### src/logic/daq_consts.svh
`ifndef DAQ_CONSTS_SVH
`define DAQ_CONSTS_SVH

// Local bus widths
`define DAQ_ABUS_WIDTH      32
`define DAQ_DBUS_WIDTH      8

// Address map of the register blocks
`define DAQ_SYS_BASE        32'h0000_0300
`define DAQ_SYS_HIGH        32'h0000_03FF
`define DAQ_CTRL_BASE       32'h0000_0500
`define DAQ_CTRL_HIGH       32'h0000_05FF

// Read-only firmware identification
`define DAQ_VERSION         8'd1
`define DAQ_VERSION_MINOR   8'd0
`define DAQ_VERSION_MAJOR   8'd0

// Data stream
`define DAQ_N_SOURCES       6
`define DAQ_STREAM_WIDTH    32

`endif

### src/logic/daq_bus_pkg.sv
package daq_bus_pkg;

    // Board identifiers, as read back from the system block
    typedef enum logic [7:0] {
        SIM    = 8'd0,
        BDAQ53 = 8'd1,
        MIO3   = 8'd2
    } board_e;

    // System block register offsets
    typedef enum logic [7:0] {
        VERSION     = 8'd0,
        MINOR       = 8'd1,
        MAJOR       = 8'd2,
        BOARD       = 8'd3,
        CFG_FLAG_RD = 8'd4,
        CFG_FLAG_WR = 8'd5
    } sys_reg_e;

    // Decoded bus targets
    typedef enum logic [1:0] {SEL_NONE, SEL_SYS, SEL_CTRL} bus_sel_e;

endpackage

### src/logic/daq_stream_pkg.sv
package daq_stream_pkg;

    // Index of one stream source
    typedef logic [2:0] src_idx_t;

    // Arbiter mode
    // ARB_HOLD keeps the current owner, ARB_ROUND searches onward
    typedef enum logic {
        ARB_ROUND = 1'b0,
        ARB_HOLD  = 1'b1
    } arb_state_e;

endpackage

### src/logic/bus_decoder.sv
`timescale 1ns/10ps
`include "daq_consts.svh"

module bus_decoder (
    input  logic                        BUS_CLK,
    input  logic                        BUS_RST,
    input  logic [`DAQ_ABUS_WIDTH-1:0]  i_bus_addr,
    input  logic                        i_bus_rd,
    input  logic                        i_bus_wr,
    output logic                        o_sys_rd,
    output logic                        o_sys_wr,
    output logic                        o_ctrl_rd,
    output logic                        o_ctrl_wr,
    output logic [7:0]                  o_offset,
    input  logic [`DAQ_DBUS_WIDTH-1:0]  i_sys_rdata,
    input  logic [`DAQ_DBUS_WIDTH-1:0]  i_ctrl_rdata,
    output logic [`DAQ_DBUS_WIDTH-1:0]  o_bus_rdata
);

    daq_bus_pkg::bus_sel_e      addr_sel;
    daq_bus_pkg::bus_sel_e      rd_sel_q;
    logic [`DAQ_ABUS_WIDTH-1:0] local_addr;

    // Range match and local offset
    always_comb begin
        if (i_bus_addr >= `DAQ_SYS_BASE && i_bus_addr <= `DAQ_SYS_HIGH) begin
            addr_sel   = daq_bus_pkg::SEL_SYS;
            local_addr = i_bus_addr - `DAQ_SYS_BASE;
        end else if (i_bus_addr >= `DAQ_CTRL_BASE && i_bus_addr <= `DAQ_CTRL_HIGH) begin
            addr_sel   = daq_bus_pkg::SEL_CTRL;
            local_addr = i_bus_addr - `DAQ_CTRL_BASE;
        end else begin
            addr_sel   = daq_bus_pkg::SEL_NONE;
            local_addr = '0;
        end
    end

    assign o_offset  = local_addr[7:0];
    assign o_sys_rd  = i_bus_rd && (addr_sel == daq_bus_pkg::SEL_SYS);
    assign o_sys_wr  = i_bus_wr && (addr_sel == daq_bus_pkg::SEL_SYS);
    assign o_ctrl_rd = i_bus_rd && (addr_sel == daq_bus_pkg::SEL_CTRL);
    assign o_ctrl_wr = i_bus_wr && (addr_sel == daq_bus_pkg::SEL_CTRL);

    // Remember the target of the last read
    always_ff @(posedge BUS_CLK) begin
        if (BUS_RST) begin
            rd_sel_q <= daq_bus_pkg::SEL_NONE;
        end else if (i_bus_rd) begin
            rd_sel_q <= addr_sel;
        end
    end

    always_comb begin
        case (rd_sel_q)
            daq_bus_pkg::SEL_SYS:  o_bus_rdata = i_sys_rdata;
            daq_bus_pkg::SEL_CTRL: o_bus_rdata = i_ctrl_rdata;
            default:               o_bus_rdata = '0;
        endcase
    end

endmodule

### src/logic/system_regs.sv
`timescale 1ns/10ps
`include "daq_consts.svh"

module system_regs #(
    parameter daq_bus_pkg::board_e BOARD_ID = daq_bus_pkg::SIM
) (
    input  logic                        BUS_CLK,
    input  logic                        BUS_RST,
    input  logic                        i_rd,
    input  logic                        i_wr,
    input  logic [7:0]                  i_offset,
    input  logic [`DAQ_DBUS_WIDTH-1:0]  i_wdata,
    output logic [`DAQ_DBUS_WIDTH-1:0]  o_rdata
);

    daq_bus_pkg::sys_reg_e          reg_sel;
    logic [`DAQ_DBUS_WIDTH-1:0]     rd_byte;
    logic                           cfg_flag;

    assign reg_sel = daq_bus_pkg::sys_reg_e'(i_offset);

    // Clock configured flag, set by software
    always_ff @(posedge BUS_CLK) begin
        if (BUS_RST) begin
            cfg_flag <= 1'b0;
        end else if (i_wr && reg_sel == daq_bus_pkg::CFG_FLAG_WR) begin
            cfg_flag <= i_wdata[0];
        end
    end

    always_comb begin
        case (reg_sel)
            daq_bus_pkg::VERSION:     rd_byte = `DAQ_VERSION;
            daq_bus_pkg::MINOR:       rd_byte = `DAQ_VERSION_MINOR;
            daq_bus_pkg::MAJOR:       rd_byte = `DAQ_VERSION_MAJOR;
            daq_bus_pkg::BOARD:       rd_byte = BOARD_ID;
            daq_bus_pkg::CFG_FLAG_RD: rd_byte = {{(`DAQ_DBUS_WIDTH-1){1'b0}}, cfg_flag};
            default:                  rd_byte = '0;
        endcase
    end

    // Read byte held until the next read of this block
    always_ff @(posedge BUS_CLK) begin
        if (i_rd) begin
            o_rdata <= rd_byte;
        end
    end

endmodule

### src/logic/control_gpio.sv
`timescale 1ns/10ps
`include "daq_consts.svh"

module control_gpio (
    input  logic                        BUS_CLK,
    input  logic                        BUS_RST,
    input  logic                        i_rd,
    input  logic                        i_wr,
    input  logic [7:0]                  i_offset,
    input  logic [`DAQ_DBUS_WIDTH-1:0]  i_wdata,
    output logic [`DAQ_DBUS_WIDTH-1:0]  o_rdata,
    input  logic [3:0]                  i_gpio_sense,
    output logic                        o_mgt_ref_sel,
    output logic [7:0]                  o_lemo_mux,
    output logic [2:0]                  o_ntc_mux
);

    // Only the writable bits are stored
    logic [15:4]                    ctrl_q;
    logic [15:0]                    io_ctrl;
    logic [`DAQ_DBUS_WIDTH-1:0]     rd_byte;

    always_ff @(posedge BUS_CLK) begin
        if (BUS_RST) begin
            ctrl_q <= '0;
        end else if (i_wr) begin
            case (i_offset)
                8'd0:    ctrl_q[7:4]  <= i_wdata[7:4];
                8'd1:    ctrl_q[15:8] <= i_wdata;
                default: ctrl_q       <= ctrl_q;
            endcase
        end
    end

    // Sense lines fill the low nibble
    assign io_ctrl = {ctrl_q, i_gpio_sense};

    always_comb begin
        case (i_offset)
            8'd0:    rd_byte = io_ctrl[7:0];
            8'd1:    rd_byte = io_ctrl[15:8];
            default: rd_byte = '0;
        endcase
    end

    always_ff @(posedge BUS_CLK) begin
        if (i_rd) begin
            o_rdata <= rd_byte;
        end
    end

    // Bit 15 cleared selects the internal reference clock
    assign o_mgt_ref_sel = ~io_ctrl[15];
    assign o_lemo_mux    = io_ctrl[14:7];
    assign o_ntc_mux     = io_ctrl[6:4];

endmodule

### src/logic/rrp_arbiter.sv
`timescale 1ns/10ps
`include "daq_consts.svh"

module rrp_arbiter (
    input  logic                                            BUS_CLK,
    input  logic                                            BUS_RST,
    input  logic [`DAQ_N_SOURCES-1:0]                       i_req_empty,
    input  logic [`DAQ_N_SOURCES-1:0]                       i_hold,
    input  logic [`DAQ_N_SOURCES-1:0][`DAQ_STREAM_WIDTH-1:0] i_data,
    output logic [`DAQ_N_SOURCES-1:0]                       o_read,
    input  logic                                            i_ready,
    output logic                                            o_write,
    output logic [`DAQ_STREAM_WIDTH-1:0]                    o_data
);

    daq_stream_pkg::src_idx_t   last_q;
    daq_stream_pkg::src_idx_t   rr_idx;
    daq_stream_pkg::src_idx_t   grant_idx;
    daq_stream_pkg::arb_state_e state;
    logic                       found;
    int                         cand;

    // Owner keeps the grant while it holds and still has data
    always_comb begin
        if (i_hold[last_q] && !i_req_empty[last_q]) begin
            state = daq_stream_pkg::ARB_HOLD;
        end else begin
            state = daq_stream_pkg::ARB_ROUND;
        end
    end

    // First non-empty source after the last grant, wrapping around
    always_comb begin
        found  = 1'b0;
        rr_idx = last_q;
        cand   = 0;
        for (int i = 1; i <= `DAQ_N_SOURCES; i++) begin
            cand = (int'(last_q) + i) % `DAQ_N_SOURCES;
            if (!found && !i_req_empty[cand]) begin
                found  = 1'b1;
                rr_idx = daq_stream_pkg::src_idx_t'(cand);
            end
        end
    end

    assign grant_idx = (state == daq_stream_pkg::ARB_HOLD) ? last_q : rr_idx;

    // Zero latency grant, only while the sink is ready
    assign o_write = i_ready && found;
    assign o_data  = i_data[grant_idx];

    always_comb begin
        o_read = '0;
        if (o_write) begin
            o_read[grant_idx] = 1'b1;
        end
    end

    // Pointer starts at the top so that the first search begins at 0
    always_ff @(posedge BUS_CLK) begin
        if (BUS_RST) begin
            last_q <= daq_stream_pkg::src_idx_t'(`DAQ_N_SOURCES - 1);
        end else if (o_write) begin
            last_q <= grant_idx;
        end
    end

endmodule

### src/logic/daq_core.sv
`timescale 1ns/10ps
`include "daq_consts.svh"

module daq_core (
    input  logic                                            BUS_CLK,
    input  logic                                            BUS_RST,
    input  logic [`DAQ_ABUS_WIDTH-1:0]                      i_bus_addr,
    input  logic [`DAQ_DBUS_WIDTH-1:0]                      i_bus_wdata,
    input  logic                                            i_bus_rd,
    input  logic                                            i_bus_wr,
    output logic [`DAQ_DBUS_WIDTH-1:0]                      o_bus_rdata,
    input  logic [3:0]                                      i_gpio_sense,
    output logic                                            o_mgt_ref_sel,
    output logic [7:0]                                      o_lemo_mux,
    output logic [2:0]                                      o_ntc_mux,
    input  logic [`DAQ_N_SOURCES-1:0]                       i_src_empty,
    input  logic [`DAQ_N_SOURCES-1:0]                       i_src_hold,
    input  logic [`DAQ_N_SOURCES-1:0][`DAQ_STREAM_WIDTH-1:0] i_src_data,
    output logic [`DAQ_N_SOURCES-1:0]                       o_src_read,
    input  logic                                            i_arb_ready,
    output logic                                            o_arb_write,
    output logic [`DAQ_STREAM_WIDTH-1:0]                    o_arb_data
);

    logic                       sys_rd;
    logic                       sys_wr;
    logic                       ctrl_rd;
    logic                       ctrl_wr;
    logic [7:0]                 offset;
    logic [`DAQ_DBUS_WIDTH-1:0] sys_rdata;
    logic [`DAQ_DBUS_WIDTH-1:0] ctrl_rdata;

    bus_decoder u_bus_decoder (
        .BUS_CLK      (BUS_CLK),
        .BUS_RST      (BUS_RST),
        .i_bus_addr   (i_bus_addr),
        .i_bus_rd     (i_bus_rd),
        .i_bus_wr     (i_bus_wr),
        .o_sys_rd     (sys_rd),
        .o_sys_wr     (sys_wr),
        .o_ctrl_rd    (ctrl_rd),
        .o_ctrl_wr    (ctrl_wr),
        .o_offset     (offset),
        .i_sys_rdata  (sys_rdata),
        .i_ctrl_rdata (ctrl_rdata),
        .o_bus_rdata  (o_bus_rdata)
    );

    system_regs #(
        .BOARD_ID (daq_bus_pkg::SIM)
    ) u_system_regs (
        .BUS_CLK  (BUS_CLK),
        .BUS_RST  (BUS_RST),
        .i_rd     (sys_rd),
        .i_wr     (sys_wr),
        .i_offset (offset),
        .i_wdata  (i_bus_wdata),
        .o_rdata  (sys_rdata)
    );

    // Base-board control lines
    control_gpio u_control_gpio (
        .BUS_CLK       (BUS_CLK),
        .BUS_RST       (BUS_RST),
        .i_rd          (ctrl_rd),
        .i_wr          (ctrl_wr),
        .i_offset      (offset),
        .i_wdata       (i_bus_wdata),
        .o_rdata       (ctrl_rdata),
        .i_gpio_sense  (i_gpio_sense),
        .o_mgt_ref_sel (o_mgt_ref_sel),
        .o_lemo_mux    (o_lemo_mux),
        .o_ntc_mux     (o_ntc_mux)
    );

    rrp_arbiter u_rrp_arbiter (
        .BUS_CLK     (BUS_CLK),
        .BUS_RST     (BUS_RST),
        .i_req_empty (i_src_empty),
        .i_hold      (i_src_hold),
        .i_data      (i_src_data),
        .o_read      (o_src_read),
        .i_ready     (i_arb_ready),
        .o_write     (o_arb_write),
        .o_data      (o_arb_data)
    );

endmodule

### config.mk
export PLATFORM = sky130hd
export DESIGN_NAME = daq_core
export DESIGN_NICKNAME = d
export VERILOG_FILES = /design/src/logic/daq_bus_pkg.sv /design/src/logic/daq_stream_pkg.sv /design/src/logic/bus_decoder.sv /design/src/logic/system_regs.sv /design/src/logic/control_gpio.sv /design/src/logic/rrp_arbiter.sv /design/src/logic/daq_core.sv
export VERILOG_INCLUDE_DIRS = /design/src /design/src/logic
export SDC_FILE = /design/constraint.sdc
export NUM_CORES = 1
export LEC_CHECK = 0
export ABC_CLOCK_PERIOD_IN_PS = 5150
export BUFFER_PORTS_ARGS = -buffer_cell sky130_fd_sc_hd__clkbuf_2
export CAP_MARGIN = 20
export CORE_AREA = 3 3 121 123
export DETAILED_ROUTE_END_ITERATION = 8
export DIE_AREA = 0 0 124 126
export GPL_ROUTABILITY_DRIVEN = 0
export REMOVE_ABC_BUFFERS = 1
export SYNTH_ARGS = -nofsm -noshare
export SYNTH_HDL_FRONTEND = slang
export SYNTH_SLANG_ARGS = --single-unit
### constraint.sdc
create_clock -name BUS_CLK -period 5.15 [get_ports BUS_CLK]
set_input_delay 0.2575 -clock BUS_CLK [delete_from_list [all_inputs] [get_ports BUS_CLK]]
set_output_delay 0.2575 -clock BUS_CLK [all_outputs]
set_load 0.02 [all_outputs]
==> results.json, run 1 <==
{
  "avgViaCountPerCell": 5.17,
  "cpPeakStageDelay_ns": 0.44,
  "cts-resized-gates": 0,
  "clk_path_buf_depth": 2,
  "placed_area_um2": 6050,
  "status": "complete, no violations",
  "dieHeight_um": 126,
  "worst_pin_slew_ns": 0.705,
  "cts_buffers": 3,
  "regArea_um2": 632,
  "finalNetCount": 1126,
  "htree_levels": 1,
  "synth_cell_types": 67,
  "crit_fanout": 69,
  "synth-edff-count": 9,
  "min_period_ns": 4.86,
  "grt_max_degree": 70,
  "cts_sinks": 27,
  "fin_area_um2": 6140,
  "netlist_instances": 588,
  "fp.dieW_um": 124,
  "required_ns": 4.89,
  "r2r_slack_ns": 1.44,
  "drtPass1Iterations": 5,
  "drt-total-wl_um": 17200,
  "ctsHoldBuffers": 0,
  "first_iter_violations": 219,
  "ys_seq_elements": 27,
  "ys_seq_area_frac": 0.144,
  "area_delta_synth_final_pct": 40.7,
  "clk_latency_ns": 0.26,
  "cp-start-kind": "flop",
  "place.port_buffers": 311,
  "grt_overflow_total": 0,
  "postRouteAntennaNets": 0,
  "ys.flop_type": "dfxtp_1",
  "ys.warnings.count": 0,
  "skew_ns": 0.00338,
  "cts_root_buf": "clkbuf_16",
  "synth_top_cell_by_area": "mux2i_1",
  "synth_top_area_frac": 0.119,
  "dp_hpwl_um": 14600,
  "slew_viol_final": 0,
  "critPathSlowestCell": "dfxtp_2",
  "critPathCaptureType": "primary output",
  "setup_violations": 0,
  "max-cap-violations": 0,
  "cts_setup_buffers": 0,
  "grt_pass1_wl_um": 25400,
  "post-route-period-util": 0.944,
  "io_pins": 312,
  "hold_violations": 0,
  "clkTransAtPathRegs_ns": 0.06,
  "hold_class": "input port to flop",
  "cts_tree": "built",
  "multi_input_area_um2": 3290,
  "fmax_mhz": 206,
  "routedWlPerCell_um": 16.5,
  "worstPathArrival_ns": 4.60,
  "crit_path_cell_trace": "inv_1, ha_1, a21oi_4, inv_2, ha_1, nand2b_1, o21ai_0, nand3_1, a31oi_4, o2111ai_2, a211o_1, a31oi_4, buf_12, buf_12, a211oi_1, a211oi_1, o2bb2ai_1, clkbuf_2",
  "drive_gt1_frac": 0.414,
  "syn_area_um2": 4370,
  "rows": 43,
  "fp.dieArea_um2": 15600,
  "synth_area_leaders": "mux2i_1, a211oi_1, dfxtp_1",
  "grt_pass1_vias": 4999,
  "synthArstFlopShare": 0,
  "core_area_um2": 13800,
  "fillers": 1486,
  "start_util": 0.317,
  "vias": 5378,
  "grt_antenna_before_repair": 1,
  "drc": 0,
  "syn_area_per_cell_um2": 7.42,
  "crit_type": "flop to primary output",
  "grt_setup_unrepaired": "false",
  "grt_usage": 0.203,
  "slew_headroom": 0.527
}
## state kept, by name, summed over array words and instances, names as in the netlist
register                count
u_system_regs.o_rdata       1
u_bus_decoder.rd_sel_q      2
u_system_regs.cfg_flag      1
u_control_gpio.o_rdata      8
u_rrp_arbiter.last_q        3
u_control_gpio.ctrl_q      12
## area by class of cell
| cell class | count | area share |
|---|---|---|
| Sequential cell | 27 | 0.103 |
| Clock buffer | 4 | 0.0128 |
| Tap cell | 180 | 0.0367 |
| Antenna cell | 1 | 0.000407 |
| Inverter | 49 | 0.0299 |
| Multi-Input combinational cell | 454 | 0.535 |
| Timing Repair Buffer | 326 | 0.282 |
## worst max-delay path: cells and delay by family (launching register included)
| kind | cells | cell delay [ns] |
|---|---|---|
| buffers and inverters | 5 | 0.89 |
| adder cells (fa/ha/maj) | 2 | 0.63 |
| flip-flops | 1 | 0.44 |
| AND/OR/NAND/NOR | 2 | 0.35 |
| AO/OA/AOI/OAI | 9 | 2.01 |
## cell families after synthesis
kind of cell	after synthesis	synth area share
muxes	58	0.142
DFF	27	0.144
AOI/OAI and AO/OA	200	0.353
adders and majority gates	13	0.0370
xor gates and xnor gates	6	0.0172
and+or+nand+nor	177	0.191
buffers and inverters	107	0.115
## Yosys cell counts, types with 3 or more instances
cell type	n
clkbuf_1	22
o211ai_1	34
and2_1	10
nand3_1	7
mux4_2	3
a31oi_1	3
buf_1	3
nor4_1	6
o21ai_0	12
o31ai_1	3
nand2b_1	5
a21oi_1	11
nor2_1	62
a22o_1	9
and3b_1	3
nand2_1	50
buf_2	13
nor3_1	9
inv_2	3
inv_1	46
nand3b_1	4
dfxtp_1	18
mux2_2	3
nand4_1	3
a211oi_1	66
o2bb2ai_1	32
ha_1	12
edfxtp_1	9
a211o_1	3
buf_4	18
mux2i_1	52
o21a_1	3
nor2b_1	6
## stage by stage
step / setup WS (ns) / instances / TNS [ns] / utilization / hold WS (ns)
4_1_cts: 0.0705 / 1040 / 0 / 0.445 / 0.235
2_1_floorplan: -4.60 / 530 / -154.07 / - / 0.327
3_3_place_gp: 0.366 / 1036 / 0 / 0.439 / 0.484
3_5_place_dp: 0.379 / 1036 / 0 / 0.439 / 0.487
6_report: 0.288 / 1041 / 0 / 0.446 / 0.242
5_1_grt: 0.00239 / 1041 / 0 / 0.446 / 0.252
## placed cells by master, fill, tap and decap left out, types with 10 or more instances in the layout
master / n
a211oi_1: 66
a21oi_1: 11
and2_1: 10
buf_4: 10
clkbuf_2: 311
dfxtp_1: 17
ha_1: 11
inv_1: 46
mux2i_1: 52
nand2_1: 50
nor2_1: 62
o211ai_1: 34
o21ai_0: 12
o2bb2ai_1: 32
## worst paths after layout
| kind | startpoint | endpoint | cells after the start |
|---|---|---|---|
| worst min register to register | u_system_regs.cfg_flag | u_system_regs.cfg_flag | 2 |
| worst max-delay path | u_rrp_arbiter.last_q[1] | o_arb_data[9] | 18 |
| worst min-delay path | i_bus_wdata[2] | u_control_gpio.ctrl_q[10] | 3 |
| worst max register to register | u_rrp_arbiter.last_q[1] | u_rrp_arbiter.last_q[1] | 15 |
## metal layers
metal  wire length, um  part of all wire  vias up  track usage
met5                 0                 0        -            0
met4               252             0.015        0       0.0457
met3              1470             0.085       14       0.0409
met2              8520              0.50      225        0.358
met1              6940              0.40     2405        0.252
li1                  -                 -     2734            -
Power of run 1 is left out: the tool's default activity adds up to more than one toggle a clock period on the data nets, which glitch-free logic cannot reach.
==> run 2, diff against run 1 <==
RECOVER_POWER = 50   (was unset)
==> results.json, run 2 (synthesis results as in run 1) <==
{
  "htree_levels": 1,
  "cts-resized-gates": 0,
  "cts_buffers": 3,
  "finalNonFillerCells": 1041,
  "first_iter_violations": 211,
  "ctsHoldBuffers": 0,
  "dp_hpwl_um": 14600,
  "critPathCaptureType": "primary output",
  "clk_latency_ns": 0.26,
  "worst_pin_slew_ns": 1.11,
  "min_period_ns": 4.87,
  "finalNetCount": 1126,
  "fin_tns_setup_ns": 0,
  "top_regs": "u_control_gpio.ctrl_q (12), u_control_gpio.o_rdata (8), u_rrp_arbiter.last_q (3)",
  "routedWlPerCell_um": 16.5,
  "grt_setup_unrepaired": "false",
  "drive_gt1_frac": 0.393,
  "regArea_um2": 632,
  "slew_viol_final": 0,
  "io_pins": 312,
  "required_ns": 4.89,
  "place_inst": 1036,
  "worstPathArrival_ns": 4.61,
  "grt_pass1_vias": 4999,
  "mostFrequentLayoutCell": "clkbuf_2",
  "place.port_buffers": 311,
  "dieHeight_um": 126,
  "cts_tree": "built",
  "multi_input_area_um2": 3290,
  "status": "complete, no violations",
  "crit_fanout": 69,
  "drtPass1Iterations": 4,
  "grt_antenna_before_repair": 1,
  "fp.dieArea_um2": 15600,
  "fmax_mhz": 205,
  "core_area_um2": 13800,
  "start_util": 0.317,
  "clk_path_buf_depth": 2,
  "fp.dieW_um": 124,
  "cts_root_buf": "clkbuf_16",
  "fillers": 1500,
  "hold_class": "input port to flop",
  "drc": 0,
  "post-place-ws_ns": 0.379,
  "grt_overflow_total": 0,
  "hold_violations": 0,
  "crit_type": "flop to primary output",
  "avgViaCountPerCell": 5.15,
  "largest_register": "u_control_gpio.ctrl_q",
  "grt_usage": 0.203,
  "final_cell_mix": "clkbuf_2, a211oi_1, nor2_1",
  "holdWs_ns": 0.241,
  "setup_violations": 0,
  "drt-total-wl_um": 17200,
  "slew_headroom": 0.250,
  "max-cap-violations": 0,
  "rows": 43,
  "cts_sinks": 27,
  "grt_pass1_wl_um": 25400,
  "grt_max_degree": 70,
  "clkTransAtPathRegs_ns": 0.06,
  "postRouteAntennaNets": 0,
  "worst_slack_ns": 0.281,
  "largest_reg_flops": 12,
  "vias": 5364,
  "skew_ns": 0.00379,
  "cts_setup_buffers": 0,
  "post-route-period-util": 0.945,
  "cp-start-kind": "flop",
  "area_delta_synth_final_pct": 40.2
}
-- run 2: cell count changes in the layout (fill, tap and decap cells not counted) --
| cell | change |
|---|---|
| and2_0 | +4 |
| and2_1 | -4 |
| clkbuf_1 | +18 |
| clkbuf_2 | -18 |
| o21ai_0 | +1 |
| o21ai_1 | -1 |
-- run 2: final timing paths --
check | startpoint | end | slack [ns] | depth (start not counted)
min | i_bus_wdata[2] | u_control_gpio.ctrl_q[10] | 0.24 | 3
min reg2reg | u_system_regs.cfg_flag | u_system_regs.cfg_flag | 0.50 | 2
max reg2reg | u_rrp_arbiter.last_q[1] | u_rrp_arbiter.last_q[1] | 1.43 | 15
max | u_rrp_arbiter.last_q[1] | o_arb_data[9] | 0.28 | 18
-- run 2: metrics by stage --
stage               cell area, um^2   util
floorplan                      4050      -
global placement               6050  0.439
detailed placement             6050  0.439
CTS                            6120  0.445
global route                   6120  0.444
finish                         6120  0.444
-- run 2: cell type report --
type / instances / area share
clock buffers: 4 / 0.0129
repair buffers: 326 / 0.279
inverters: 49 / 0.0300
diodes: 1 / 0.000409
multi-input cells: 454 / 0.537
flip-flops and latches: 27 / 0.103
well taps: 180 / 0.0368
-- run 2: metal layers --
layer | global-route usage | part of all wire | routed length (um)
met1 | 0.252 | 0.40 | 6890
met3 | 0.0409 | 0.086 | 1490
met4 | 0.0457 | 0.016 | 267
met2 | 0.358 | 0.50 | 8560
met5 | 0 | 0 | 0
-- run 2: critical path, cell delays in order, from the launching register on --
cell	delay, ns
dfxtp_2	0.44
inv_1	0.13
ha_1	0.34
a21oi_4	0.31
inv_2	0.07
ha_1	0.30
nand2b_1	0.18
o21ai_0	0.24
nand3_1	0.17
a31oi_4	0.23
o2111ai_2	0.21
a211o_1	0.34
a31oi_4	0.24
buf_12	0.28
buf_12	0.21
a211oi_1	0.07
a211oi_1	0.22
o2bb2ai_1	0.16
clkbuf_2	0.20
Power of run 2 is left out for the same reason.
==> run 3, diff against run 2 <==
MAX_ROUTING_LAYER = met4   (was unset)
==> results.json, run 3 (synthesis results as in run 1) <==
{
  "clk_latency_ns": 0.26,
  "start_util": 0.317,
  "critPathSlowestCell": "dfxtp_2",
  "first_iter_violations": 225,
  "cts_sinks": 27,
  "clkTransAtPathRegs_ns": 0.06,
  "cpPeakStageDelay_ns": 0.44,
  "hold_violations": 0,
  "cp-start-kind": "flop",
  "grt_antenna_before_repair": 1,
  "grt_pass1_vias": 4999,
  "mostFrequentLayoutCell": "clkbuf_2",
  "drc": 0,
  "post-route-period-util": 0.941,
  "final_cell_mix": "clkbuf_2, a211oi_1, nor2_1",
  "holdWs_ns": 0.242,
  "vias": 5345,
  "cts_buffers": 3,
  "status": "complete, no violations",
  "crit_family": "compound AO/OA/AOI/OAI gates",
  "rows": 43,
  "critPathCaptureType": "primary output",
  "worstPathArrival_ns": 4.59,
  "grt_pass1_wl_um": 25400,
  "fp.dieArea_um2": 15600,
  "crit_type": "flop to primary output",
  "grt_overflow_total": 0,
  "grt_usage": 0.209,
  "routedWlPerCell_um": 16.5,
  "clk_path_buf_depth": 2,
  "cts_root_buf": "clkbuf_16",
  "fmax_mhz": 206,
  "htree_levels": 1,
  "area_delta_synth_final_pct": 40.2,
  "worst_pin_slew_ns": 1.09,
  "grt_max_degree": 70,
  "top_regs": "u_control_gpio.ctrl_q (12), u_control_gpio.o_rdata (8), u_rrp_arbiter.last_q (3)",
  "setup_violations": 0,
  "crit_cells": 18,
  "cts_tree": "built",
  "drt-total-wl_um": 17100,
  "dp_hpwl_um": 14600,
  "postRouteAntennaNets": 0,
  "drtPass1Iterations": 4,
  "skew_ns": 0.00295,
  "largest_reg_flops": 12,
  "grt_setup_unrepaired": "false",
  "finalNetCount": 1126,
  "slew_viol_final": 0,
  "fp.dieW_um": 124,
  "io_pins": 312,
  "crit_fanout": 69,
  "dieHeight_um": 126,
  "largest_register": "u_control_gpio.ctrl_q",
  "cp_num_buf_inv": 5,
  "reg2reg_depth": 14,
  "hold_class": "input port to flop",
  "core_area_um2": 13800,
  "drive_gt1_frac": 0.393,
  "place.port_buffers": 311,
  "avgViaCountPerCell": 5.13,
  "required_ns": 4.89,
  "crit_path_cell_trace": "inv_1, ha_1, a21oi_4, inv_2, ha_1, nand2b_1, o21ai_0, nand3_1, a31oi_4, o2111ai_2, a211o_1, a31oi_4, buf_12, buf_12, a211oi_1, a211oi_1, o2bb2ai_1, clkbuf_2",
  "hold_depth": 3,
  "max-cap-violations": 0,
  "slew_headroom": 0.263,
  "min_period_ns": 4.85
}
==> run 3: cell counts in the layout (fill, tap and decap cells not counted) <==
Identical to the previous run, type by type.
==> run 3: through the flow <==
stage / std cells / area (um^2) / util / TNS [ns] / setup WS [ns]
floorplan: 530 / 4050 / - / -154.07 / -4.60
global placement: 1036 / 6050 / 0.439 / 0 / 0.366
detailed placement: 1036 / 6050 / 0.439 / 0 / 0.379
CTS: 1040 / 6120 / 0.445 / 0 / 0.0705
global route: 1041 / 6120 / 0.444 / 0 / 0.00226
finish: 1041 / 6120 / 0.444 / 0 / 0.302
==> run 3: worst reg2reg max path, delay by kind of cell, from the launching register on <==
family	cells	cell delay, ns
simple gates	3	0.46
xor+xnor	1	0.25
flops	1	0.44
fa+ha+maj	2	0.61
buf+inv	2	0.30
compound gates	5	1.16
mux	1	0.38
==> run 3: what timing repair did <==
action	CTS	global route
hold buffers	0	0
gates resized for setup	0	4
endpoints found under the hold margin	0	0
endpoints found under the setup margin	0	34
buffers inserted	0	0
==> run 3: path summary, 6_finish.rpt <==
path / start / to / slack [ns]
worst max-delay path: u_rrp_arbiter.last_q[1] / o_arb_data[9] / 0.30
worst min-delay path: i_bus_wdata[2] / u_control_gpio.ctrl_q[10] / 0.24
worst max register to register: u_rrp_arbiter.last_q[1] / u_rrp_arbiter.last_q[1] / 1.44
worst min register to register: u_system_regs.cfg_flag / u_system_regs.cfg_flag / 0.50
==> run 3: routing by layer <==
metal	track usage	vias up	routed length [um]
met2	0.358	228	8430
met3	0.0400	20	1440
li1	-	2731	-
met1	0.253	2366	6890
met4	0.0457	0	374
met5	-	-	0
==> run 3: cell type report <==
| cell class | count | area [um^2] |
|---|---|---|
| Sequential cell | 27 | 632 |
| Multi-Input combinational cell | 454 | 3290 |
| Fill cell | 1500 | 7650 |
| Inverter | 49 | 184 |
| Tap cell | 180 | 225 |
| Antenna cell | 1 | 2.50 |
| Clock buffer | 4 | 78.8 |
| Timing Repair Buffer | 326 | 1710 |
Power of run 3 is left out for the same reason.
